## src/common/axis_fifo_pkg.sv

```systemverilog
// Shared admission state type and default sizes for the packet FIFO, imported by its modules
package axis_fifo_pkg;

  // Write-side state of the packet being received
  typedef enum logic
  {
    ADMIT_PASS = 1'b0,
    ADMIT_DROP = 1'b1
  } admit_state_e;

  // Width of tdata in bits, tkeep carries one bit per byte of it
  localparam int DEFAULT_DATA_WIDTH = 32;

  localparam int DEFAULT_USER_WIDTH = 1;

  // Storage depth in words, a power of two so the pointers wrap cleanly
  localparam int DEFAULT_DEPTH_WORDS = 8;

  // Number of committed packets the descriptor queue can hold
  localparam int DEFAULT_MAX_PKTS = 4;

endpackage

```

## src/axis_pkt_fifo/axis_pkt_fifo.sv

```systemverilog
// Store-and-forward AXI4-Stream packet FIFO top level, instantiate it between a source and a sink
module axis_pkt_fifo import axis_fifo_pkg::*; #(
  parameter int DATA_WIDTH  = DEFAULT_DATA_WIDTH,
  parameter int USER_WIDTH  = DEFAULT_USER_WIDTH,
  parameter int DEPTH_WORDS = DEFAULT_DEPTH_WORDS,
  parameter int MAX_PKTS    = DEFAULT_MAX_PKTS,
  localparam int KEEP_W     = DATA_WIDTH / 8,
  localparam int ADDR_W     = $clog2(DEPTH_WORDS),
  localparam int SIZE_W     = $clog2(DEPTH_WORDS * KEEP_W + 1),
  localparam int CNT_W      = $clog2(MAX_PKTS + 1)
)(
  input  logic                  clk_i,
  input  logic                  rst_i,
  // Input stream
  input  logic                  s_tvalid_i,
  output logic                  s_tready_o,
  input  logic [DATA_WIDTH-1:0] s_tdata_i,
  input  logic [KEEP_W-1:0]     s_tkeep_i,
  input  logic                  s_tlast_i,
  input  logic [USER_WIDTH-1:0] s_tuser_i,
  // Output stream
  output logic                  m_tvalid_o,
  input  logic                  m_tready_i,
  output logic [DATA_WIDTH-1:0] m_tdata_o,
  output logic [KEEP_W-1:0]     m_tkeep_o,
  output logic                  m_tlast_o,
  output logic [USER_WIDTH-1:0] m_tuser_o,
  // Status
  output logic                  drop_o,
  output logic [ADDR_W:0]       used_words_o,
  output logic [CNT_W-1:0]      pkts_amount_o,
  output logic [SIZE_W-1:0]     pkt_size_o,
  output logic                  empty_o
);

  localparam int WORD_W = DATA_WIDTH + KEEP_W + 1 + USER_WIDTH;

  logic              wr_en;
  logic [ADDR_W-1:0] wr_addr;
  logic              commit;
  logic [ADDR_W:0]   commit_ptr;
  logic [SIZE_W-1:0] pkt_bytes;
  logic              desc_full;
  logic              rd_en;
  logic [ADDR_W-1:0] rd_addr;
  logic [ADDR_W:0]   rd_ptr;
  logic [WORD_W-1:0] rd_word;
  logic              pop;

  pkt_admit #(
    .DATA_WIDTH   (DATA_WIDTH),
    .DEPTH_WORDS  (DEPTH_WORDS)
  ) u_pkt_admit (
    .clk_i        (clk_i),
    .rst_i        (rst_i),
    .s_tvalid_i   (s_tvalid_i),
    .s_tlast_i    (s_tlast_i),
    .s_tkeep_i    (s_tkeep_i),
    .rd_ptr_i     (rd_ptr),
    .desc_full_i  (desc_full),
    .s_tready_o   (s_tready_o),
    .wr_en_o      (wr_en),
    .wr_addr_o    (wr_addr),
    .commit_o     (commit),
    .commit_ptr_o (commit_ptr),
    .pkt_bytes_o  (pkt_bytes),
    .drop_o       (drop_o),
    .used_words_o (used_words_o)
  );

  // Each stored word packs data, keep, last and user in that order
  pkt_ram #(
    .DATA_WIDTH  (DATA_WIDTH),
    .USER_WIDTH  (USER_WIDTH),
    .DEPTH_WORDS (DEPTH_WORDS)
  ) u_pkt_ram (
    .clk_i       (clk_i),
    .wr_en_i     (wr_en),
    .wr_addr_i   (wr_addr),
    .wr_word_i   ({s_tdata_i, s_tkeep_i, s_tlast_i, s_tuser_i}),
    .rd_en_i     (rd_en),
    .rd_addr_i   (rd_addr),
    .rd_word_o   (rd_word)
  );

  pkt_desc_queue #(
    .DATA_WIDTH   (DATA_WIDTH),
    .DEPTH_WORDS  (DEPTH_WORDS),
    .MAX_PKTS     (MAX_PKTS)
  ) u_pkt_desc_queue (
    .clk_i        (clk_i),
    .rst_i        (rst_i),
    .push_i       (commit),
    .push_bytes_i (pkt_bytes),
    .pop_i        (pop),
    .head_bytes_o (pkt_size_o),
    .count_o      (pkts_amount_o),
    .full_o       (desc_full)
  );

  pkt_egress #(
    .DATA_WIDTH   (DATA_WIDTH),
    .USER_WIDTH   (USER_WIDTH),
    .DEPTH_WORDS  (DEPTH_WORDS)
  ) u_pkt_egress (
    .clk_i        (clk_i),
    .rst_i        (rst_i),
    .commit_ptr_i (commit_ptr),
    .rd_word_i    (rd_word),
    .m_tready_i   (m_tready_i),
    .rd_en_o      (rd_en),
    .rd_addr_o    (rd_addr),
    .rd_ptr_o     (rd_ptr),
    .m_tvalid_o   (m_tvalid_o),
    .m_tdata_o    (m_tdata_o),
    .m_tkeep_o    (m_tkeep_o),
    .m_tlast_o    (m_tlast_o),
    .m_tuser_o    (m_tuser_o),
    .pop_o        (pop),
    .empty_o      (empty_o)
  );

endmodule

```

## src/axis_pkt_fifo/pkt_admit.sv

```systemverilog
// Write-side admission of the packet FIFO, decides per beat whether a word is stored or dropped
module pkt_admit import axis_fifo_pkg::*; #(
  parameter int DATA_WIDTH  = DEFAULT_DATA_WIDTH,
  parameter int DEPTH_WORDS = DEFAULT_DEPTH_WORDS,
  localparam int KEEP_W     = DATA_WIDTH / 8,
  localparam int ADDR_W     = $clog2(DEPTH_WORDS),
  localparam int SIZE_W     = $clog2(DEPTH_WORDS * KEEP_W + 1)
)(
  input  logic              clk_i,
  input  logic              rst_i,
  input  logic              s_tvalid_i,
  input  logic              s_tlast_i,
  input  logic [KEEP_W-1:0] s_tkeep_i,
  input  logic [ADDR_W:0]   rd_ptr_i,
  input  logic              desc_full_i,
  output logic              s_tready_o,
  output logic              wr_en_o,
  output logic [ADDR_W-1:0] wr_addr_o,
  output logic              commit_o,
  output logic [ADDR_W:0]   commit_ptr_o,
  output logic [SIZE_W-1:0] pkt_bytes_o,
  output logic              drop_o,
  output logic [ADDR_W:0]   used_words_o
);

  localparam int ONES_W = $clog2(KEEP_W + 1);

  admit_state_e      state_q;
  logic [ADDR_W:0]   wr_ptr_q;
  logic [ADDR_W:0]   commit_ptr_q;
  logic [SIZE_W-1:0] bytes_q;
  logic [ADDR_W:0]   occupancy;
  logic              storage_full;
  logic              drop_beat;
  logic [ONES_W-1:0] keep_ones;

  // Overflow is handled by dropping, so the source is never stalled
  assign s_tready_o = 1'b1;

  // Tentative words count as used until they are committed or rewound
  assign occupancy    = wr_ptr_q - rd_ptr_i;
  assign storage_full = (occupancy == (ADDR_W + 1)'(DEPTH_WORDS));
  assign used_words_o = occupancy;

  // A beat is discarded inside a dropped packet, when storage is full,
  // or when a last beat finds no free descriptor
  assign drop_beat = (state_q == ADMIT_DROP) || storage_full ||
                     (s_tlast_i && desc_full_i);

  assign wr_en_o   = s_tvalid_i && !drop_beat;
  assign wr_addr_o = wr_ptr_q[ADDR_W-1:0];
  assign drop_o    = s_tvalid_i && s_tlast_i && drop_beat;
  assign commit_o  = wr_en_o && s_tlast_i;

  // The commit pointer already points past the last word on the commit edge
  assign commit_ptr_o = commit_ptr_q;

  // Number of valid bytes in the last beat
  always_comb
  begin
    keep_ones = '0;
    for (int i = 0; i < KEEP_W; i++)
    begin
      keep_ones = keep_ones + ONES_W'(s_tkeep_i[i]);
    end
  end

  // Full words so far plus the valid bytes of the closing beat
  assign pkt_bytes_o = bytes_q + SIZE_W'(keep_ones);

  always_ff @(posedge clk_i or posedge rst_i)
  begin
    if (rst_i)
    begin
      state_q <= ADMIT_PASS;
    end
    else if (s_tvalid_i)
    begin
      if (s_tlast_i)
      begin
        state_q <= ADMIT_PASS;
      end
      else if (drop_beat)
      begin
        state_q <= ADMIT_DROP;
      end
    end
  end

  always_ff @(posedge clk_i or posedge rst_i)
  begin
    if (rst_i)
    begin
      wr_ptr_q     <= '0;
      commit_ptr_q <= '0;
    end
    else if (drop_o)
    begin
      // Forget every word the dropped packet managed to write
      wr_ptr_q <= commit_ptr_q;
    end
    else if (wr_en_o)
    begin
      wr_ptr_q <= wr_ptr_q + 1'b1;
      if (s_tlast_i)
      begin
        commit_ptr_q <= wr_ptr_q + 1'b1;
      end
    end
  end

  always_ff @(posedge clk_i or posedge rst_i)
  begin
    if (rst_i)
    begin
      bytes_q <= '0;
    end
    else if (s_tvalid_i && s_tlast_i)
    begin
      bytes_q <= '0;
    end
    else if (wr_en_o)
    begin
      bytes_q <= bytes_q + SIZE_W'(KEEP_W);
    end
  end

endmodule

```

## src/axis_pkt_fifo/pkt_desc_queue.sv

```systemverilog
// Queue of committed packet byte sizes, its fill level is the number of packets held
module pkt_desc_queue import axis_fifo_pkg::*; #(
  parameter int DATA_WIDTH  = DEFAULT_DATA_WIDTH,
  parameter int DEPTH_WORDS = DEFAULT_DEPTH_WORDS,
  parameter int MAX_PKTS    = DEFAULT_MAX_PKTS,
  localparam int SIZE_W     = $clog2(DEPTH_WORDS * (DATA_WIDTH / 8) + 1),
  localparam int CNT_W      = $clog2(MAX_PKTS + 1)
)(
  input  logic              clk_i,
  input  logic              rst_i,
  input  logic              push_i,
  input  logic [SIZE_W-1:0] push_bytes_i,
  input  logic              pop_i,
  output logic [SIZE_W-1:0] head_bytes_o,
  output logic [CNT_W-1:0]  count_o,
  output logic              full_o
);

  localparam int IDX_W = (MAX_PKTS > 1) ? $clog2(MAX_PKTS) : 1;

  logic [SIZE_W-1:0] sizes [MAX_PKTS];
  logic [IDX_W-1:0]  wr_idx_q;
  logic [IDX_W-1:0]  rd_idx_q;
  logic [CNT_W-1:0]  count_q;

  // Index increment with wrap, MAX_PKTS need not be a power of two
  function automatic logic [IDX_W-1:0] next_idx(input logic [IDX_W-1:0] idx);
    if (idx == IDX_W'(MAX_PKTS - 1))
    begin
      return '0;
    end
    return idx + 1'b1;
  endfunction

  always_ff @(posedge clk_i)
  begin
    if (push_i)
    begin
      sizes[wr_idx_q] <= push_bytes_i;
    end
  end

  always_ff @(posedge clk_i or posedge rst_i)
  begin
    if (rst_i)
    begin
      wr_idx_q <= '0;
      rd_idx_q <= '0;
      count_q  <= '0;
    end
    else
    begin
      if (push_i)
      begin
        wr_idx_q <= next_idx(wr_idx_q);
      end
      if (pop_i)
      begin
        rd_idx_q <= next_idx(rd_idx_q);
      end
      if (push_i && !pop_i)
      begin
        count_q <= count_q + 1'b1;
      end
      else if (pop_i && !push_i)
      begin
        count_q <= count_q - 1'b1;
      end
    end
  end

  assign head_bytes_o = sizes[rd_idx_q];
  assign count_o      = count_q;
  assign full_o       = (count_q == CNT_W'(MAX_PKTS));

endmodule

```

## src/axis_pkt_fifo/pkt_egress.sv

```systemverilog
// Read side of the packet FIFO, fetches committed words and presents them on the output stream
module pkt_egress import axis_fifo_pkg::*; #(
  parameter int DATA_WIDTH  = DEFAULT_DATA_WIDTH,
  parameter int USER_WIDTH  = DEFAULT_USER_WIDTH,
  parameter int DEPTH_WORDS = DEFAULT_DEPTH_WORDS,
  localparam int KEEP_W     = DATA_WIDTH / 8,
  localparam int ADDR_W     = $clog2(DEPTH_WORDS),
  localparam int WORD_W     = DATA_WIDTH + KEEP_W + 1 + USER_WIDTH
)(
  input  logic                  clk_i,
  input  logic                  rst_i,
  input  logic [ADDR_W:0]       commit_ptr_i,
  input  logic [WORD_W-1:0]     rd_word_i,
  input  logic                  m_tready_i,
  output logic                  rd_en_o,
  output logic [ADDR_W-1:0]     rd_addr_o,
  output logic [ADDR_W:0]       rd_ptr_o,
  output logic                  m_tvalid_o,
  output logic [DATA_WIDTH-1:0] m_tdata_o,
  output logic [KEEP_W-1:0]     m_tkeep_o,
  output logic                  m_tlast_o,
  output logic [USER_WIDTH-1:0] m_tuser_o,
  output logic                  pop_o,
  empty_o
);

  // Fetch pointer runs ahead, the retire pointer follows accepted beats
  logic [ADDR_W:0]       fetch_ptr_q;
  logic [ADDR_W:0]       retire_ptr_q;
  logic                  ram_valid_q;
  logic                  out_valid_q;
  logic                  handshake;
  logic                  load;
  logic [DATA_WIDTH-1:0] out_data_q;
  logic [KEEP_W-1:0]     out_keep_q;
  logic                  out_last_q;
  logic [USER_WIDTH-1:0] out_user_q;

  assign handshake = out_valid_q && m_tready_i;

  // Move the RAM word into the output register when the register is free
  assign load = ram_valid_q && (!out_valid_q || handshake);

  // Only committed words are fetched, one per free slot in the pipeline
  assign rd_en_o   = (fetch_ptr_q != commit_ptr_i) && (!ram_valid_q || load);
  assign rd_addr_o = fetch_ptr_q[ADDR_W-1:0];

  // Words still in flight keep their RAM slot until they leave the output
  assign rd_ptr_o = retire_ptr_q;

  always_ff @(posedge clk_i or posedge rst_i)
  begin
    if (rst_i)
    begin
      fetch_ptr_q  <= '0;
      retire_ptr_q <= '0;
      ram_valid_q  <= 1'b0;
      out_valid_q  <= 1'b0;
    end
    else
    begin
      if (rd_en_o)
      begin
        fetch_ptr_q <= fetch_ptr_q + 1'b1;
      end
      if (handshake)
      begin
        retire_ptr_q <= retire_ptr_q + 1'b1;
      end
      if (rd_en_o)
      begin
        ram_valid_q <= 1'b1;
      end
      else if (load)
      begin
        ram_valid_q <= 1'b0;
      end
      if (load)
      begin
        out_valid_q <= 1'b1;
      end
      else if (handshake)
      begin
        out_valid_q <= 1'b0;
      end
    end
  end

  always_ff @(posedge clk_i)
  begin
    if (load)
    begin
      {out_data_q, out_keep_q, out_last_q, out_user_q} <= rd_word_i;
    end
  end

  assign m_tvalid_o = out_valid_q;
  assign m_tdata_o  = out_data_q;
  assign m_tkeep_o  = out_keep_q;
  assign m_tlast_o  = out_last_q;
  assign m_tuser_o  = out_user_q;

  // The descriptor leaves with the final beat of its packet
  assign pop_o   = handshake && out_last_q;
  assign empty_o = !out_valid_q;

endmodule

```

## src/axis_pkt_fifo/pkt_ram.sv

```systemverilog
// Word storage of the packet FIFO, a simple dual-port memory with a registered read port
module pkt_ram import axis_fifo_pkg::*; #(
  parameter int DATA_WIDTH  = DEFAULT_DATA_WIDTH,
  parameter int USER_WIDTH  = DEFAULT_USER_WIDTH,
  parameter int DEPTH_WORDS = DEFAULT_DEPTH_WORDS,
  localparam int ADDR_W     = $clog2(DEPTH_WORDS),
  localparam int WORD_W     = DATA_WIDTH + DATA_WIDTH / 8 + 1 + USER_WIDTH
)(
  input  logic              clk_i,
  input  logic              wr_en_i,
  input  logic [ADDR_W-1:0] wr_addr_i,
  input  logic [WORD_W-1:0] wr_word_i,
  input  logic              rd_en_i,
  input  logic [ADDR_W-1:0] rd_addr_i,
  output logic [WORD_W-1:0] rd_word_o
);

  // One entry holds data, keep, last and user of a beat
  logic [WORD_W-1:0] mem [DEPTH_WORDS];

  always_ff @(posedge clk_i)
  begin
    if (wr_en_i)
    begin
      mem[wr_addr_i] <= wr_word_i;
    end
  end

  // Read data holds its value until the next read request
  always_ff @(posedge clk_i)
  begin
    if (rd_en_i)
    begin
      rd_word_o <= mem[rd_addr_i];
    end
  end

endmodule

```

## config.mk

```make
export PLATFORM = sky130hd
export DESIGN_NAME = axis_pkt_fifo
export DESIGN_NICKNAME = d
export VERILOG_FILES = /design/src/common/axis_fifo_pkg.sv /design/src/axis_pkt_fifo/axis_pkt_fifo.sv /design/src/axis_pkt_fifo/pkt_admit.sv /design/src/axis_pkt_fifo/pkt_desc_queue.sv /design/src/axis_pkt_fifo/pkt_egress.sv /design/src/axis_pkt_fifo/pkt_ram.sv
export SDC_FILE = /design/constraint.sdc
export NUM_CORES = 1
export LEC_CHECK = 0
export ABC_CLOCK_PERIOD_IN_PS = 7140
export BUFFER_PORTS_ARGS = -buffer_cell sky130_fd_sc_hd__clkbuf_2
export CORE_MARGIN = 3
export CORE_UTILIZATION = 42
export CTS_BUF_LIST = sky130_fd_sc_hd__clkbuf_2
export DETAILED_ROUTE_END_ITERATION = 12
export PLACE_DENSITY = 0.63
export SYNTH_ARGS = -nofsm -noshare
export SYNTH_HDL_FRONTEND = slang
export SYNTH_SLANG_ARGS = --single-unit
```

## constraint.sdc

```tcl
create_clock -name clk_i -period 7.14 [get_ports clk_i]
set_input_delay 1.071 -clock clk_i [delete_from_list [all_inputs] [get_ports clk_i]]
set_output_delay 1.071 -clock clk_i [all_outputs]
set_load 0.005 [all_outputs]
```

==> results.sh, run 1 <==
export IMPL_fillCellCount=3316
export IMPL_placed_area_sq_mm=0.0178
export IMPL_crit_family="simple AND/OR/NAND/NOR gates"
export IMPL_cp_end_kind="output pin"
export IMPL_crit_top_cell="inv_1"
export IMPL_htreeDepth=3
export IMPL_ant_nets=0
export IMPL_fin_cells=1533
export IMPL_netSwitchingFraction_pct=31.0
export IMPL_fin_crit_ps=4770
export IMPL_dp_cells=1352
export IMPL_viasPerCell=5.05
export IMPL_drv_cap=0
export IMPL_gp_congestion=0.730
export IMPL_ys_types=53
export IMPL_worstSetupPathType="reg -> out"
export IMPL_status="completed"
export IMPL_syn_area_sq_mm=0.0167
export IMPL_max_stage_delay_ps=530
export IMPL_ys_async_sr_fraction_pct=6.91
export IMPL_intPower_mw=5.12
export IMPL_comb_power_share_pct=28.0
export IMPL_cts_root_buf="clkbuf_2"
export IMPL_slew_limit_headroom_pct=40.3
export IMPL_clkPwrFrac_pct=19.9
export IMPL_cts_tree="done"
export IMPL_yosysWarnings=0
export IMPL_start_kind="flip-flop"
export IMPL_fmax_mhz=210
export IMPL_synth_area_per_cell_sq_um=21.9
export IMPL_synth_most_common_cell="edfxtp_1"
export IMPL_slew_viol_final=0
export IMPL_fin_worst_skew_ps=105
export IMPL_antenna_found_initial=3
export IMPL_whs_ps=253
export IMPL_hp_class="in -> async"
export IMPL_rsz0062_at_grt="no"
export IMPL_yosys_most_used_dff="edfxtp_1"
export IMPL_die_area_sq_mm=0.0421
export IMPL_drive_above_1_share_pct=41.1
export IMPL_seqPwrFrac_pct=52.1
export IMPL_yosys_area_top_type="edfxtp_1"
export IMPL_cts_setup_buffers=0
export IMPL_setup_viol=0
export IMPL_regArea_sq_mm=0.0129
export IMPL_synth_seq_cells=434
export IMPL_grt_usage_pct=14.9
export IMPL_synth_area_leaders="edfxtp_1 (73%), mux4_2 (11%), dfrtp_1 (4.5%), mux2_2 (2.8%), ha_1 (1.3%)"
export IMPL_grt_ovfl_total=0
export IMPL_p_per_area_mw_per_mm2=397
export IMPL_io_buffers=95
export IMPL_clk_pin_slew_ps=120
export IMPL_critical_path_cell_chain="inv_1 -> ha_1 -> inv_1 -> fa_1 -> xor2_1 -> nor3_2 -> o21ai_2 -> and2_1 -> nor2_1 -> clkbuf_2"
export IMPL_dr_pass1_iters=5
export IMPL_arrival_ps=3700
export IMPL_grt_pass1_wl_um=47700
export IMPL_hpwl_um=16300
export IMPL_first_iter_violations=358
export IMPL_remaining_drc_errors=0
export IMPL_grt_pass1_vias=8373
export IMPL_clockBufferDepth=3
export IMPL_hold_viol_final=0
export IMPL_crit_required_ps=6070
export IMPL_finalSetupTns_ps=0
export IMPL_synthTopCellsByCount="edfxtp_1 (404), mux4_2 (82), mux2_2 (41)"
export IMPL_synth_edff_count=404
export IMPL_synth_cells=761
export IMPL_syn2layout_area_growth_pct=11.9
export IMPL_routed_wl_um=30500
export IMPL_chipWidth_um=205
export IMPL_wl_per_cell_um=19.9
export IMPL_insertion_delay_ps=910
export IMPL_numCtsBuffers=103
export IMPL_finalPower_mw=7.41
export IMPL_synth_top_area_share_pct=72.7
export IMPL_finalCritPeriodShare_pct=66.8
export IMPL_worstMarginPinSlew_ps=895
export IMPL_rows=72
export IMPL_die_h_um=205
export IMPL_p_switching_mw=2.30
export IMPL_pin_count=97
export IMPL_crit_fanout=11
export IMPL_clock_sinks=434
export IMPL_yosysSeqAreaShare_pct=77.2
export IMPL_initial_core_util_pct=42.9
export IMPL_fin_area_sq_mm=0.0187
export IMPL_multiInputGateArea_sq_mm=0.00360
export IMPL_p_leak_nw=6.60
export IMPL_grt_max_degree=58
export IMPL_routed_via_count=7738
export IMPL_cts_hold_buf=0
export IMPL_cts_repair_resized=0
export IMPL_peakVddDrop_mv=0.201
export IMPL_fin_nets=1001
export IMPL_core_sq_mm=0.0389
export IMPL_syn_nets=823
export IMPL_cp_slowest_cell="dfrtp_1"
export IMPL_cp_buffers_inverters=3
## worst register-to-register path: cells and delay by family (launching register included)
| kind | cells | cell delay [ps] |
|---|---|---|
| and+or+nand+nor | 3 | 640 |
| AOI/OAI and AO/OA | 1 | 240 |
| buffers and inverters | 3 | 1000 |
| adders and majority gates | 2 | 620 |
| DFF | 1 | 530 |
| xor gates and xnor gates | 1 | 240 |
## cell usage in the layout, fill, tap and decap left out, drive strengths merged, types with 2 or more instances in the layout
cell,n
ha,17
nand3,7
xnor2,7
and2,4
buf,14
a31oi,2
dfrtp,30
clkinv,24
xor2,14
nand2b,6
nand2,18
nor3,4
nor2,12
mux4,82
conb,2
a21oi,5
o22ai,2
or2,2
and3,7
nor2b,3
fa,3
mux2i,2
nor4,3
clkbuf,246
nor4b,4
inv,21
nand4,4
mux2,48
edfxtp,404
## cell families after synthesis
group / synth area share (%)
AO/OA/AOI/OAI: 1.08
XOR/XNOR: 1.10
adder cells (fa/ha/maj): 1.64
buffers and inverters: 1.57
flip-flops: 77.2
multiplexers: 14.6
other: 0.0450
AND/OR/NAND/NOR: 2.78
## sequential cells by signal (all words and copies together) (netlist names), 3 cells and up
register and cells:
u_pkt_admit.bytes_q 4, u_pkt_admit.commit_ptr_o 4, u_pkt_admit.wr_ptr_q 4, u_pkt_desc_queue.count_o 3
u_pkt_desc_queue.sizes 24, u_pkt_egress.fetch_ptr_q 4, u_pkt_egress.m_tdata_o 32, u_pkt_egress.m_tkeep_o 4
u_pkt_egress.rd_ptr_o 4, u_pkt_ram.mem 304, u_pkt_ram.rd_word_o 38
## final cells by class
class / instances / share of cell area [%]
flip-flops and latches: 434 / 69.1
multi-input cells: 274 / 19.3
clock buffers: 151 / 4.05
well taps: 518 / 3.47
repair buffers: 109 / 3.11
clock inverters: 29 / 0.650
inverters: 17 / 0.342
diodes: 1 / 0.0134
## path summary, 6_finish.rpt
kind | slack, ps | startpoint | cells after the start | endpoint
worst min-delay path | 250 | rst_i | 3 | u_pkt_admit.commit_ptr_o[0]
worst max-delay path | 2370 | u_pkt_admit.wr_ptr_q[0] | 10 | drop_o
max in group asynchronous | 6450 | rst_i | 3 | u_pkt_egress.rd_ptr_o[0]
min in group clk_i | 410 | u_pkt_ram.rd_word_o[18] | 0 | u_pkt_egress.m_tdata_o[12]
worst max register to register | 3430 | u_pkt_admit.wr_ptr_q[0] | 10 | u_pkt_ram.mem[2][10]
worst min register to register | 410 | u_pkt_ram.rd_word_o[18] | 0 | u_pkt_egress.m_tdata_o[12]
## metal layers
metal  GRT usage (%)  vias up  part of all wire [%]
met1            19.7     3995                    44
met4            5.52        4                   1.8
met5               0        -                 0.075
met3            3.42       53                   4.4
met2            24.4      174                    50
li1                -     3512                     -
## power by group through the flow
stage | Clock (mW) | Combinational [mW] | Sequential (mW)
after global placement | 0 | 2.12 | 3.91
after detailed placement | 0 | 2.14 | 3.93
final | 1.48 | 2.08 | 3.86
after CTS | 1.55 | 2.15 | 3.87
after global routing | 1.68 | 2.30 | 3.94
after floorplan | 0 | 1.62 | 3.75
## metrics by stage
step	utilization (%)	worst slack, ps
2_1_floorplan	-	1020
3_3_place_gp	45.7	3350
3_5_place_dp	45.7	3260
4_1_cts	48.0	2220
5_1_grt	48.0	2030
6_report	48.0	2370
(Power assumes the default switching activity.)
==> inputs of run 2 (changes only) <==
- ABC_AREA: default -> 1
- ABC_CLOCK_PERIOD_IN_PS: 7140 -> 4400
- clock period: 7.14 -> 4.4 ns (I/O delays scaled with it)
==> results.sh, run 2 <==
export IMPL_p_per_area_mw_per_mm2=655
export IMPL_cts_tree="done"
export IMPL_fmax_mhz=260
export IMPL_setup_viol=0
export IMPL_syn2layout_area_growth_pct=14.4
export IMPL_synth_seq_cells=434
export IMPL_synth_area_per_cell_sq_um=13.7
export IMPL_finalSetupTns_ps=0
export IMPL_grt_max_degree=100
export IMPL_dr_pass1_iters=5
export IMPL_die_area_sq_mm=0.0427
export IMPL_crit_fanout=6
export IMPL_yosys_most_used_dff="edfxtp_1"
export IMPL_fin_nets=1494
export IMPL_hold_viol_final=0
export IMPL_clock_sinks=434
export IMPL_grt_pass1_vias=10316
export IMPL_hp_class="in -> async"
export IMPL_synthTopCellsByCount="edfxtp_1 (404), nor2_1 (261), nand2_1 (161)"
export IMPL_cts_hold_buf=41
export IMPL_gp_congestion=0.757
export IMPL_syn_area_sq_mm=0.0169
export IMPL_first_iter_violations=769
export IMPL_grt_usage_pct=16.9
export IMPL_pin_count=97
export IMPL_slew_limit_headroom_pct=27.4
export IMPL_fin_util_pct=49.4
export IMPL_numCtsBuffers=103
export IMPL_synthAdderAreaFrac_pct=1.61
export IMPL_synth_area_leaders="edfxtp_1 (72%), nor2_1 (5.8%), dfrtp_1 (4.4%), o32ai_1 (3.9%), nand2_1 (3.6%)"
export IMPL_yosysSeqAreaShare_pct=76.1
export IMPL_start_kind="flip-flop"
export IMPL_io_buffers=95
export IMPL_yosys_area_top_type="edfxtp_1"
export IMPL_routed_wl_um=35100
export IMPL_worstMarginPinSlew_ps=1090
export IMPL_synth_edff_count=404
export IMPL_remaining_drc_errors=0
export IMPL_synth_top_family_by_area="simple AND/OR/NAND/NOR gates"
export IMPL_drive_above_1_share_pct=20.6
export IMPL_yosysWarnings=0
export IMPL_htreeDepth=3
export IMPL_syn_nets=1297
export IMPL_synth_cells=1235
export IMPL_drv_cap=0
export IMPL_cts_root_buf="clkbuf_2"
export IMPL_peakVddDrop_mv=0.382
export IMPL_viasPerCell=5.06
export IMPL_fin_crit_ps=3840
export IMPL_synth_top_area_share_pct=71.7
export IMPL_layout_common_cells="edfxtp_1 (404), nor2_1 (253), clkbuf_2 (230), nand2_1 (161), o21ai_0 (90)"
export IMPL_grt_ovfl_total=0
export IMPL_setup_ws_ps=560
export IMPL_grt_pass1_wl_um=56000
export IMPL_dp_worst_setup_slack_ps=1090
export IMPL_synth_compound_area_share_pct=7.48
export IMPL_crit_required_ps=3740
export IMPL_p_leak_nw=7.18
export IMPL_ant_nets=0
export IMPL_clk_pin_slew_ps=120
export IMPL_cts_setup_buffers=0
export IMPL_rsz0062_at_grt="no"
export IMPL_reg2regPathDepth=12
export IMPL_insertion_delay_ps=980
export IMPL_cp_end_kind="output pin"
export IMPL_clockBufferDepth=3
export IMPL_initial_core_util_pct=43.2
export IMPL_final_common_cell="edfxtp_1"
export IMPL_largest_reg_flops=304
export IMPL_synth_mux_area_share_pct=0.0666
export IMPL_top_register="u_pkt_ram.mem"
export IMPL_arrival_ps=3180
export IMPL_hpwl_um=20400
export IMPL_ys_async_sr_fraction_pct=6.91
export IMPL_ys_types=38
export IMPL_routed_via_count=10265
export IMPL_wl_per_cell_um=17.3
export IMPL_status="completed"
export IMPL_core_sq_mm=0.0392
export IMPL_worstSetupPathType="reg -> out"
export IMPL_synth_simple_area_share_pct=10.7
export IMPL_fillCellCount=3453
export IMPL_cts_repair_resized=0
export IMPL_chipWidth_um=207
export IMPL_synth_most_common_cell="edfxtp_1"
export IMPL_finalCritPeriodShare_pct=87.3
export IMPL_die_h_um=207
export IMPL_slew_viol_final=0
export IMPL_antenna_found_initial=2
export IMPL_fin_worst_skew_ps=63.1
export IMPL_synth_xor_area_share_pct=0.984
export IMPL_rows=72
run 2: cell type report:
cell class | count | area, sq um | share of cell area [%]
Inverter | 50 | 191 | 0.989
Multi-Input combinational cell | 689 | 3600 | 18.6
Clock inverter | 44 | 270 | 1.40
Tap cell | 518 | 648 | 3.35
Antenna cell | 3 | 7.51 | 0.0388
Clock buffer | 135 | 676 | 3.49
Timing Repair Buffer | 154 | 1070 | 5.53
Sequential cell | 434 | 12900 | 66.6
run 2: worst paths after layout:
| kind | start | endpoint | slack, ps |
|---|---|---|---|
| min | rst_i | u_pkt_desc_queue.wr_idx_q[0] | 130 |
| max in group asynchronous | rst_i | u_pkt_egress.fetch_ptr_q[0] | 3590 |
| max reg2reg | u_pkt_admit.wr_ptr_q[0] | u_pkt_ram.mem[6][12] | 1040 |
| min in group clk_i | u_pkt_ram.rd_word_o[7] | u_pkt_egress.m_tdata_o[1] | 410 |
| min reg2reg | u_pkt_ram.rd_word_o[7] | u_pkt_egress.m_tdata_o[1] | 410 |
| max | u_pkt_admit.wr_ptr_q[0] | drop_o | 560 |
run 2: routing by layer:
layer	global-route usage [%]	share of wire, %
met4	6.81	2.5
met2	26.8	48
met3	4.03	5.7
met1	22.6	44
met5	0	0.020
run 2: logic make-up after synthesis:
group	count (synthesis)
buffers and inverters	112
muxes	1
DFF	434
AOI/OAI and AO/OA	189
adders and majority gates	20
xor gates and xnor gates	19
other	2
and+or+nand+nor	458
run 2: report_power, final:
group | leakage, nW | switching (mW) | internal [mW]
logic | 2.38 | 2.58 | 1.29
clock network | 0.705 | 1.54 | 1.03
registers | 4.09 | 0.506 | 5.73
total | 7.18 | 4.63 | 8.05
run 2: critical path, stage by stage, from the launching register on:
cell and delay (ps):
dfrtp_1 460, inv_1 130, ha_1 190, inv_1 80
fa_1 440, or2_0 250, nor2_2 140, nand3_2 130
nand2_4 120, nand2_2 90, inv_1 80, clkbuf_2 110
run 2: metrics by stage:
step           hold slack, ps  area, sq um  total power, mW  cells
6_report                  135        19400             12.7   2027
5_1_grt                  26.4        19400             13.7   2027
4_1_cts                  6.39        19300             12.9   2024
3_5_place_dp              405        18000             10.2   1804
3_3_place_gp              403        18000             10.1   1804
2_1_floorplan             400        16900             8.89   1235
